===== config.mk =====
export PLATFORM = sky130hd
export DESIGN_NAME = div_unit
export DESIGN_NICKNAME = d
export VERILOG_FILES = /design/src/div_pkg.sv /design/src/clz.sv /design/src/div_alu.sv /design/src/div_unit.sv
export VERILOG_INCLUDE_DIRS = /design/src
export SDC_FILE = /design/constraint.sdc
export NUM_CORES = 1
export LEC_CHECK = 0
export BUFFER_PORTS_ARGS = -buffer_cell sky130_fd_sc_hd__buf_2
export CAP_MARGIN = 0
export CORE_AREA = 2 2 206 208
export DETAILED_ROUTE_END_ITERATION = 8
export DIE_AREA = 0 0 208 210
export GPL_ROUTABILITY_DRIVEN = 0
export GPL_TIMING_DRIVEN = 1
export PLACE_DENSITY = 0.59
export SLEW_MARGIN = 20
export SYNTH_ARGS = -nofsm -noshare
export SYNTH_HDL_FRONTEND = slang
export SYNTH_SLANG_ARGS = --single-unit

===== constraint.sdc =====
create_clock -name clk -period 8.7 [get_ports clk]
set_input_delay 1.74 -clock clk [delete_from_list [all_inputs] [get_ports clk]]
set_output_delay 1.74 -clock clk [all_outputs]
set_load 0.02 [all_outputs]

===== src/div_defines.svh =====
`ifndef DIV_DEFINES_SVH
`define DIV_DEFINES_SVH

// data word width
// the divider datapath is built for 32 bits only
`define DIV_XLEN 32

// leading-zero count width for one word
`define DIV_CLZ_W 5

`endif


===== src/div_pkg.sv =====
`include "div_defines.svh"

package div_pkg;

    // operand and result word
    typedef logic [`DIV_XLEN-1:0] word_t;

    // operand interpretation
    typedef enum logic {
        DIV_UNSIGNED = 1'b0,  // divu / remu
        DIV_SIGNED   = 1'b1   // div / rem
    } div_op_e;

endpackage


===== src/clz.sv =====
`include "div_defines.svh"

module clz import div_pkg::*; (
    input  word_t                  clz_input,
    output logic [`DIV_CLZ_W-1:0] clz_out
);

    // word after each halving step, upper zeros shifted out
    word_t w16;
    word_t w8;
    word_t w4;

    // one count bit per search level, msb first
    logic z16;
    logic z8;
    logic z4;
    logic z2;
    logic z1;

    // upper 16 empty?
    assign z16 = (clz_input[31:16] == 16'h0000);
    assign w16 = z16 ? {clz_input[15:0], 16'h0000} : clz_input;

    // then the top byte of what is left
    assign z8 = (w16[31:24] == 8'h00);
    assign w8 = z8 ? {w16[23:0], 8'h00} : w16;

    // top nibble
    assign z4 = (w8[31:28] == 4'h0);
    assign w4 = z4 ? {w8[27:0], 4'h0} : w8;

    // top pair
    assign z2 = (w4[31:30] == 2'b00);

    // last bit, picked from the pair the z2 step would keep on top
    assign z1 = z2 ? ~w4[29] : ~w4[31];

    // all-zero input falls through every level and reads 31
    assign clz_out = {z16, z8, z4, z2, z1};

endmodule


===== src/div_alu.sv =====
`include "div_defines.svh"

module div_alu import div_pkg::*; (
    input  logic    clk,
    input  logic    rst,
    input  div_op_e op,
    input  word_t   dividend,
    input  word_t   divisor,
    input  logic    start,
    output logic    is_running,
    output logic    done,
    output word_t   quotient_out,
    output word_t   remainder_out
);

    localparam int CW  = `DIV_CLZ_W;
    localparam int MSB = `DIV_XLEN - 1;

    // sign handling
    logic  signed_op;
    logic  neg_dividend;
    logic  neg_divisor;
    logic  neg_quotient;     // operand signs differ
    logic  neg_remainder;    // follows the dividend
    word_t abs_dividend;
    word_t abs_divisor;

    // alignment
    logic [CW-1:0] dividend_clz;
    logic [CW-1:0] divisor_clz;
    logic [CW:0]   clz_diff;         // msb is the borrow
    logic          divisor_bigger;   // early exit
    logic [CW-1:0] align_shift;      // even part of clz_diff

    // datapath
    word_t            shifted_divisor;
    word_t            quotient;
    word_t            remainder;
    logic [MSB+2:0]   diff_2x;   // two spare msbs hold the sign
    logic [MSB+2:0]   diff_1x;
    logic             fit_2x;
    logic             fit_1x;

    // iteration control
    logic [CW-2:0] cycles_left;
    logic [CW-1:0] cycles_dec;   // borrow marks the last iteration
    logic          last_iter;
    logic          running;
    logic          running_q;
    logic          last_iter_q;
    logic          start_q;
    logic          divisor_bigger_q;

    // two's complement when neg is set
    function automatic word_t negate_if(input word_t value, input logic neg);
        negate_if = neg ? (~value + 1'b1) : value;
    endfunction

    assign signed_op     = (op == DIV_SIGNED);
    assign neg_dividend  = signed_op & dividend[MSB];
    assign neg_divisor   = signed_op & divisor[MSB];
    assign neg_quotient  = signed_op & (dividend[MSB] ^ divisor[MSB]);
    assign neg_remainder = neg_dividend;

    assign abs_dividend = negate_if(dividend, neg_dividend);   // 0x80000000 stays as is
    assign abs_divisor  = negate_if(divisor, neg_divisor);

    clz dividend_clz_i (
        .clz_input (abs_dividend),
        .clz_out   (dividend_clz)
    );

    clz divisor_clz_i (
        .clz_input (abs_divisor),
        .clz_out   (divisor_clz)
    );

    // divisor with fewer leading zeros is strictly larger
    assign clz_diff       = {1'b0, divisor_clz} - {1'b0, dividend_clz};
    assign divisor_bigger = clz_diff[CW];
    assign align_shift    = clz_diff[CW-1:0] & {{(CW-1){1'b1}}, 1'b0};   // round down to even

    // trial subtractions, 2x first then 1x on top of it
    assign diff_2x = {2'b00, remainder} - {1'b0, shifted_divisor, 1'b0};
    assign fit_2x  = (diff_2x[MSB+2:MSB+1] == 2'b00);
    assign diff_1x = fit_2x ? (diff_2x - {2'b00, shifted_divisor})      // tries 3x
                            : ({2'b00, remainder} - {2'b00, shifted_divisor});
    assign fit_1x  = (diff_1x[MSB+2:MSB+1] == 2'b00);

    // divisor alignment and step count load while idle
    always_ff @(posedge clk) begin
        if (running) begin
            shifted_divisor <= {2'b00, shifted_divisor[MSB:2]};   // one radix-4 digit down
            cycles_left     <= cycles_dec[CW-2:0];
        end else begin
            shifted_divisor <= abs_divisor << align_shift;
            cycles_left     <= align_shift[CW-1:1];
        end
    end

    always_ff @(posedge clk) begin
        if (start) begin
            quotient <= '0;
        end else if (running) begin
            quotient <= {quotient[MSB-2:0], fit_2x, fit_1x};   // two bits per cycle
        end
    end

    // partial remainder only moves when some multiple fit
    always_ff @(posedge clk) begin
        if (start) begin
            remainder <= abs_dividend;
        end else if (running) begin
            if (fit_1x) begin
                remainder <= diff_1x[MSB:0];
            end else if (fit_2x) begin
                remainder <= diff_2x[MSB:0];
            end
        end
    end

    assign cycles_dec = {1'b0, cycles_left} - 1'b1;
    assign last_iter  = cycles_dec[CW-1];

    always_ff @(posedge clk) begin
        if (rst) begin
            running   <= 1'b0;
            running_q <= 1'b0;
            start_q   <= 1'b0;
        end else begin
            running   <= (running & ~last_iter) | (start & ~divisor_bigger);
            running_q <= running;
            start_q   <= start;
        end
    end

    // qualified by running_q / start_q
    always_ff @(posedge clk) begin
        last_iter_q      <= last_iter;
        divisor_bigger_q <= divisor_bigger;
    end

    assign is_running = running;
    assign done       = (running_q & last_iter_q) | (start_q & divisor_bigger_q);

    // results read the held operands directly
    always_comb begin
        if (dividend == '0) begin
            quotient_out  = '0;
            remainder_out = '0;
        end else begin
            quotient_out  = negate_if(quotient, neg_quotient);
            remainder_out = negate_if(remainder, neg_remainder);
        end
    end

    // caller must wait for done before the next start
    a_no_start_while_running: assert property (
        @(posedge clk) disable iff (rst) !(start && running)
    );

    a_no_done_while_running: assert property (
        @(posedge clk) disable iff (rst) !(done && running)
    );

endmodule


===== src/div_unit.sv =====
module div_unit import div_pkg::*; (
    input  logic    clk,
    input  logic    rst,
    input  logic    req,
    input  div_op_e op,
    input  word_t   dividend,
    input  word_t   divisor,
    output logic    busy,
    output logic    resp_valid,
    output word_t   quotient,
    output word_t   remainder
);

    logic    accept;        // req seen while idle
    logic    finish;        // result ready this cycle
    logic    start;         // one-cycle kick to the core
    logic    bypass;        // zero divisor, core skipped
    div_op_e op_q;
    word_t   dividend_q;
    word_t   divisor_q;

    logic    alu_running;
    logic    alu_done;
    word_t   alu_quotient;
    word_t   alu_remainder;

    assign accept = req & ~busy;   // req during busy is dropped
    assign finish = alu_done | bypass;

    // operands stay put until the result is taken
    always_ff @(posedge clk) begin
        if (accept) begin
            op_q       <= op;
            dividend_q <= dividend;
            divisor_q  <= divisor;
        end
    end

    always_ff @(posedge clk) begin
        if (rst) begin
            busy       <= 1'b0;
            start      <= 1'b0;
            bypass     <= 1'b0;
            resp_valid <= 1'b0;
        end else begin
            start      <= accept & (divisor != '0);
            bypass     <= accept & (divisor == '0);
            resp_valid <= finish;                  // pulse the cycle after
            if (accept) begin
                busy <= 1'b1;
            end else if (finish) begin
                busy <= 1'b0;                      // drops with resp_valid
            end
        end
    end

    // result held until the next response
    always_ff @(posedge clk) begin
        if (bypass) begin
            quotient  <= '1;             // riscv x/0 quotient
            remainder <= dividend_q;     // remainder is the dividend
        end else if (alu_done) begin
            quotient  <= alu_quotient;
            remainder <= alu_remainder;
        end
    end

    div_alu alu_i (
        .clk           (clk),
        .rst           (rst),
        .op            (op_q),
        .dividend      (dividend_q),
        .divisor       (divisor_q),
        .start         (start),
        .is_running    (alu_running),
        .done          (alu_done),
        .quotient_out  (alu_quotient),
        .remainder_out (alu_remainder)
    );

    // a response always closes an accepted request
    a_resp_needs_request: assert property (
        @(posedge clk) disable iff (rst) resp_valid |-> $past(busy)
    );

    // core activity only inside a pending request
    a_core_only_when_pending: assert property (
        @(posedge clk) disable iff (rst) (alu_running || alu_done) |-> busy
    );

endmodule


==> flow_metrics.tcl, run 1 <==
set metrics [dict create \
    drt-pass1-iter-count 6 \
    grt.overflow.total 0 \
    seq_area_um2 6062 \
    final.setup_skew_ns 0.01108 \
    cp-start-kind "flip-flop" \
    clk_pin_slew_ns 0.06 \
    multi_input_area_um2 11710 \
    fin_nets 2380 \
    clk_path_buf_depth 3 \
    fp.dieW_um 208 \
    final_common_cell "nor2_1" \
    diodes 0 \
    post-route-period-util_pct 86.83 \
    fin_crit_ns 7.554 \
    crit_required_ns 9.05 \
    grt_pass1_wl_um 87210 \
    synth_top_cell_area_share_pct 20.93 \
    async_reset_ff_share_pct 0 \
    start_util_pct 44.62 \
    fmax_mhz 132.4 \
    routed_wl_um 55340 \
    coreArea_um2 41480 \
    dieArea_um2 43680 \
    avgRoutedWirePerCell_um 20.02 \
    worst_pin_slew_ns 1.044 \
    dieHeight_um 210 \
    cts_setup_buffers 0 \
    portBuffers 133 \
    startpoint "alu_i.remainder[1]" \
    yosysWarnings 0 \
    grtUsageTotal_pct 24.64 \
    synth_ff_type "edfxtp_1" \
    ctsResizeCount 0 \
    crit_type "reg -> reg" \
    worst-r2r-setup-slack_ns 1.15 \
    pin_count 134 \
    synth_area_um2 18510 \
    synth_area_leader_cell "edfxtp_1" \
    rsz0062_at_grt "no" \
    layout-drive-gt1-share_pct 11.37 \
    r2r-start "alu_i.remainder[1]" \
    synth_cell_types 95 \
    synth.avg_cell_area_um2 8.673 \
    cp.arrival_ns 7.90 \
    vias_per_cell 5.985 \
    drv_slew 0 \
    hold_class "reg -> reg" \
    h-tree-depth 1 \
    route.detailed.drc 0 \
    maxCapViolations 0 \
    ant_nets 0 \
    first_global_vias 15779 \
    synth_cells 2134 \
    final_cell_mix "nor2_1, a21oi_1, nand2_1" \
    ys_seq_area_share_pct 32.72 \
    worst_path_most_repeated_cell "a21o_1" \
    cp_max_fo 20 \
    drt-initial-drc-count 1114 \
    min_from "quotient[17]" \
    clk_latency_ns 0.57 \
    critPathCaptureType "flip-flop" \
    cp_slowest_cell "nand2_1" \
    fin_tns_setup_ns 0 \
    syn_nets 2309 \
    cts_tree "done" \
    dpl.hpwl_um 42460 \
    hold_viol 0 \
    relSlewSlack_pct 29.76 \
    synth_area_leaders "edfxtp_1, dfxtp_1, ha_1, xnor2_1, a21oi_1" \
    root_buffer "clkbuf_16" \
    via_count 16543 \
    nFillCells 4023 \
    cts.sinks 238 \
    syn2layout_area_growth_pct 10.80 \
    cts_hold_buf 0 \
    ys_seq_elements 238 \
    grt_max_degree 71 \
    synth-edff-count 129 \
    status "completed" \
    setup_viol 0 \
    cts_made_buffers 27 \
    core.rowCount 75 \
    slowest_delay_ns 0.49 \
    grt_antenna_before_repair 0 \
]
cells by family (layout without fill, tap and decap cells):
group,count (synthesis),in the layout,synth area share (%)
multiplexers,89,89,5.185
flip-flops,238,238,32.72
adder cells (fa/ha/maj),107,107,7.395
buffers and inverters,203,294,4.380
AO/OA/AOI/OAI,681,681,24.40
AND/OR/NAND/NOR,615,615,16.37
XOR/XNOR,201,201,9.552
flip-flops by register name (all words and copies together), names as in the netlist:
| name | count |
|---|---|
| alu_i.shifted_divisor | 32 |
| alu_i.start_q | 1 |
| alu_i.running_q | 1 |
| alu_i.quotient | 32 |
| remainder | 32 |
| alu_i.remainder | 32 |
| quotient | 32 |
| alu_i.cycles_left | 4 |
| bypass | 1 |
| alu_i.is_running | 1 |
| alu_i.last_iter_q | 1 |
| busy | 1 |
| start | 1 |
| divisor_q | 32 |
| alu_i.divisor_bigger_q | 1 |
| resp_valid | 1 |
| dividend_q | 32 |
| op_q | 1 |
layout make-up:
cell class              count  share of cell area [%]
flip-flops and latches    238                   29.56
clock buffers              38                   3.697
clock inverters            11                  0.7200
inverters                  94                   1.721
multi-input cells        1693                   57.11
repair buffers            151                   3.905
well taps                 539                   3.289
metrics by stage:
step | hold WS (ns) | area [µm²] | worst slack [ns] | util [%] | instances
after floorplan | 0.4277 | 18510 | 2.425 | - | 2134
after global placement | 0.4472 | 19570 | 1.465 | 47.18 | 2715
after detailed placement | 0.4494 | 19570 | 1.311 | 47.18 | 2715
after CTS | 0.4646 | 20480 | 1.244 | 49.37 | 2764
after global routing | 0.4846 | 20510 | 0.7032 | 49.44 | 2764
final | 0.4638 | 20510 | 1.146 | 49.44 | 2764
Yosys cell counts (16+ instances only):
| cell | instances |
|---|---|
| nor2_1 | 193 |
| a21oi_1 | 177 |
| a31oi_1 | 16 |
| and2_1 | 16 |
| nand3_1 | 26 |
| ha_1 | 103 |
| nor3_1 | 50 |
| xnor2_1 | 117 |
| edfxtp_1 | 129 |
| inv_1 | 93 |
| o211ai_1 | 28 |
| nor4_1 | 34 |
| nand2_1 | 145 |
| dfxtp_1 | 109 |
| nor2b_1 | 20 |
| nand2b_1 | 28 |
| o22a_1 | 18 |
| mux2i_1 | 79 |
| o21ai_0 | 138 |
| a21o_1 | 45 |
| xor2_1 | 83 |
| a211oi_1 | 18 |
| a22o_1 | 33 |
| clkbuf_1 | 90 |
| o21a_1 | 22 |
| o31ai_1 | 40 |
final timing paths:
kind                        end  cells after the start
max          alu_i.remainder[1]                     29
min                quotient[17]                      2
max reg2reg  alu_i.remainder[1]                     29
min reg2reg        quotient[17]                      2
layer usage:
| metal | global-route usage [%] | wire, µm | up-vias |
|---|---|---|---|
| met1 | 32.76 | 24230 | 7808 |
| met4 | 8.755 | 2158 | 0 |
| met5 | 0 | 0 | - |
| li1 | - | - | 8086 |
| met3 | 2.607 | 2754 | 106 |
| met2 | 41.72 | 26200 | 543 |
critical path: cells and delay by family, from the launching register on:
kind | cells | cell delay [ns]
AO/OA/AOI/OAI | 17 | 3.96
XOR/XNOR | 1 | 0.17
adder cells (fa/ha/maj) | 3 | 0.93
buffers and inverters | 3 | 0.62
flip-flops | 1 | 0.44
AND/OR/NAND/NOR | 5 | 1.19
Power of run 1 is left out: the tool's default activity adds up to more than one toggle a clock period on the data nets, which glitch-free logic cannot reach.
==> run 2: changes to the inputs <==
RECOVER_POWER = 100   (was not set)
==> run 2 against run 1 <==
The run now ends with capacitance limit, slew limit left. Final area shrank 0.90%. Sequential cell count stayed put. Non-clock buffer count unchanged. Final cell count unchanged. Hold slack got worse by 0.0016 ns. Setup slack lost 0.37 ns. Routed wire length up 0.23%. Critical endpoint is now alu_i.shifted_divisor[26].
==> flow_metrics.tcl, run 2 (synthesis results as in run 1) <==
set metrics [dict create \
    relSlewSlack_pct -139.8 \
    startpoint "dividend_q[4]" \
    syn2layout_area_growth_pct 9.802 \
    final_common_cell "nor2_1" \
    worst_pin_slew_ns 3.596 \
    fin_crit_ns 7.925 \
    dpl.hpwl_um 42460 \
    hold_class "reg -> reg" \
    avgRoutedWirePerCell_um 20.07 \
    pin_count 134 \
    dieHeight_um 210 \
    final.setup_skew_ns 0.01273 \
    cts_tree "done" \
    drt-initial-drc-count 1184 \
    maxCapViolations 10 \
    cp_max_fo 20 \
    reg2reg_depth 20 \
    drv_slew 313 \
    cts.sinks 238 \
    crit_required_ns 9.20 \
    cts_setup_buffers 0 \
    cp.arrival_ns 8.42 \
    nFillCells 4078 \
    worst-r2r-setup-slack_ns 0.77 \
    dieArea_um2 43680 \
    cp.depth 20 \
    critPathCaptureType "flip-flop" \
    r2r_end "alu_i.shifted_divisor[26]" \
    ctsResizeCount 0 \
    first_global_vias 15779 \
    root_buffer "clkbuf_16" \
    core.rowCount 75 \
    r2r-start "dividend_q[4]" \
    fin_nets 2380 \
    vias_per_cell 5.971 \
    violations "capacitance limit, slew limit" \
    cts_hold_buf 0 \
    grtUsageTotal_pct 24.64 \
    ant_nets 0 \
    grt_pass1_wl_um 87210 \
    clk_path_buf_depth 3 \
    h-tree-depth 1 \
    crit_path_end "alu_i.shifted_divisor[26]" \
    fmax_mhz 126.2 \
    rsz0062_at_grt "no" \
    path_delay_family "simple AND/OR/NAND/NOR gates" \
    drt-pass1-iter-count 6 \
    grt_max_degree 71 \
    start_util_pct 44.62 \
    fp.dieW_um 208 \
    clk_pin_slew_ns 0.06 \
    fin_tns_setup_ns 0 \
    via_count 16505 \
    coreArea_um2 41480 \
    setup_viol 0 \
    hold_viol 0 \
    post-route-period-util_pct 91.10 \
    cts_made_buffers 27 \
    slowest_delay_ns 1.22 \
    crit_chain "or4_1 > nor4_1 > nand2_1 > o2111a_1 > o32ai_1 > nor2_1 > nand2_1 > o221a_2 > nand2_1 > o221a_2 > nand2_1 > inv_1 > fa_1 > xnor2_2 > buf_4 > o211ai_1 > o21ai_0 > inv_1 > mux4_1 > o21ai_0" \
    worst_path_most_repeated_cell "nand2_1" \
    layout-drive-gt1-share_pct 6.517 \
    diodes 0 \
    route.detailed.drc 0 \
    clk_latency_ns 0.57 \
    cp-start-kind "flip-flop" \
    status "finished with violations" \
    grt.overflow.total 0 \
    grt_antenna_before_repair 0 \
    cp_slowest_cell "nor4_1" \
    portBuffers 133 \
    final_cell_mix "nor2_1, a21oi_1, o21ai_0" \
    cp.buffers_inverters 3 \
    crit_type "reg -> reg" \
    routed_wl_um 55470 \
]
-- run 2: cell count changes in the layout (fill, tap and decap cells not counted), moves of 2 or more --
cell | before | now
buf_2 | 133 | 40
buf_4 | 18 | 11
clkbuf_1 | 6 | 103
clkbuf_2 | 1 | 3
mux2_1 | 0 | 2
mux2_4 | 2 | 0
nor2_4 | 4 | 2
o21ai_0 | 138 | 151
o21ai_1 | 15 | 2
or2_0 | 0 | 2
or2_2 | 11 | 9
-- run 2: how the worst min path moves through the flow --
stage	to	start	slack, ns	cells after the start
floorplan	alu_i.last_iter_q	alu_i.cycles_left[3]	0.43	1
global placement	alu_i.shifted_divisor[12]	alu_i.shifted_divisor[14]	0.45	2
detailed placement	alu_i.last_iter_q	alu_i.cycles_left[3]	0.45	1
CTS	alu_i.shifted_divisor[12]	alu_i.shifted_divisor[14]	0.46	2
global route	alu_i.shifted_divisor[12]	alu_i.shifted_divisor[14]	0.49	2
finish	alu_i.shifted_divisor[12]	alu_i.shifted_divisor[14]	0.46	2
-- run 2: per-layer routing --
| metal | routed length, µm | up-vias | track usage, % |
|---|---|---|---|
| li1 | - | 8086 | - |
| met1 | 24530 | 7808 | 32.76 |
| met5 | 0 | - | 0 |
| met4 | 2181 | 0 | 8.755 |
| met3 | 2558 | 105 | 2.607 |
| met2 | 26200 | 506 | 41.72 |
-- run 2: per-stage QoR --
step           setup slack, ns  std cells  util, %  hold slack, ns  cell area, µm²
2_1_floorplan            2.425       2134        -          0.4277           18510
3_3_place_gp             1.465       2715    47.18          0.4472           19570
3_5_place_dp             1.311       2715    47.18          0.4494           19570
4_1_cts                  1.244       2764    49.37          0.4646           20480
5_1_grt                 0.3721       2764    49.00          0.4872           20320
6_report                0.7745       2764    49.00          0.4622           20320
-- run 2: worst register-to-register path, stage by stage, from the launching register on --
cell and delay [ns]:
edfxtp_1 0.45, or4_1 0.70, nor4_1 1.22, nand2_1 0.35, o2111a_1 0.36, o32ai_1 0.66
nor2_1 0.16, nand2_1 0.32, o221a_2 0.30, nand2_1 0.14, o221a_2 0.36, nand2_1 0.17
inv_1 0.09, fa_1 0.51, xnor2_2 0.83, buf_4 0.30, o211ai_1 0.10, o21ai_0 0.14
inv_1 0.09, mux4_1 0.48, o21ai_0 0.15
-- run 2: area by class of cell --
class | instances | area, µm² | area share, %
Inverter | 94 | 352.8 | 1.736
Multi-Input combinational cell | 1693 | 11670 | 57.43
Clock buffer | 38 | 758.2 | 3.731
Clock inverter | 11 | 147.6 | 0.7265
Sequential cell | 238 | 6058 | 29.81
Timing Repair Buffer | 151 | 660.6 | 3.251
Tap cell | 539 | 674.4 | 3.318
Power of run 2 is left out for the same reason.
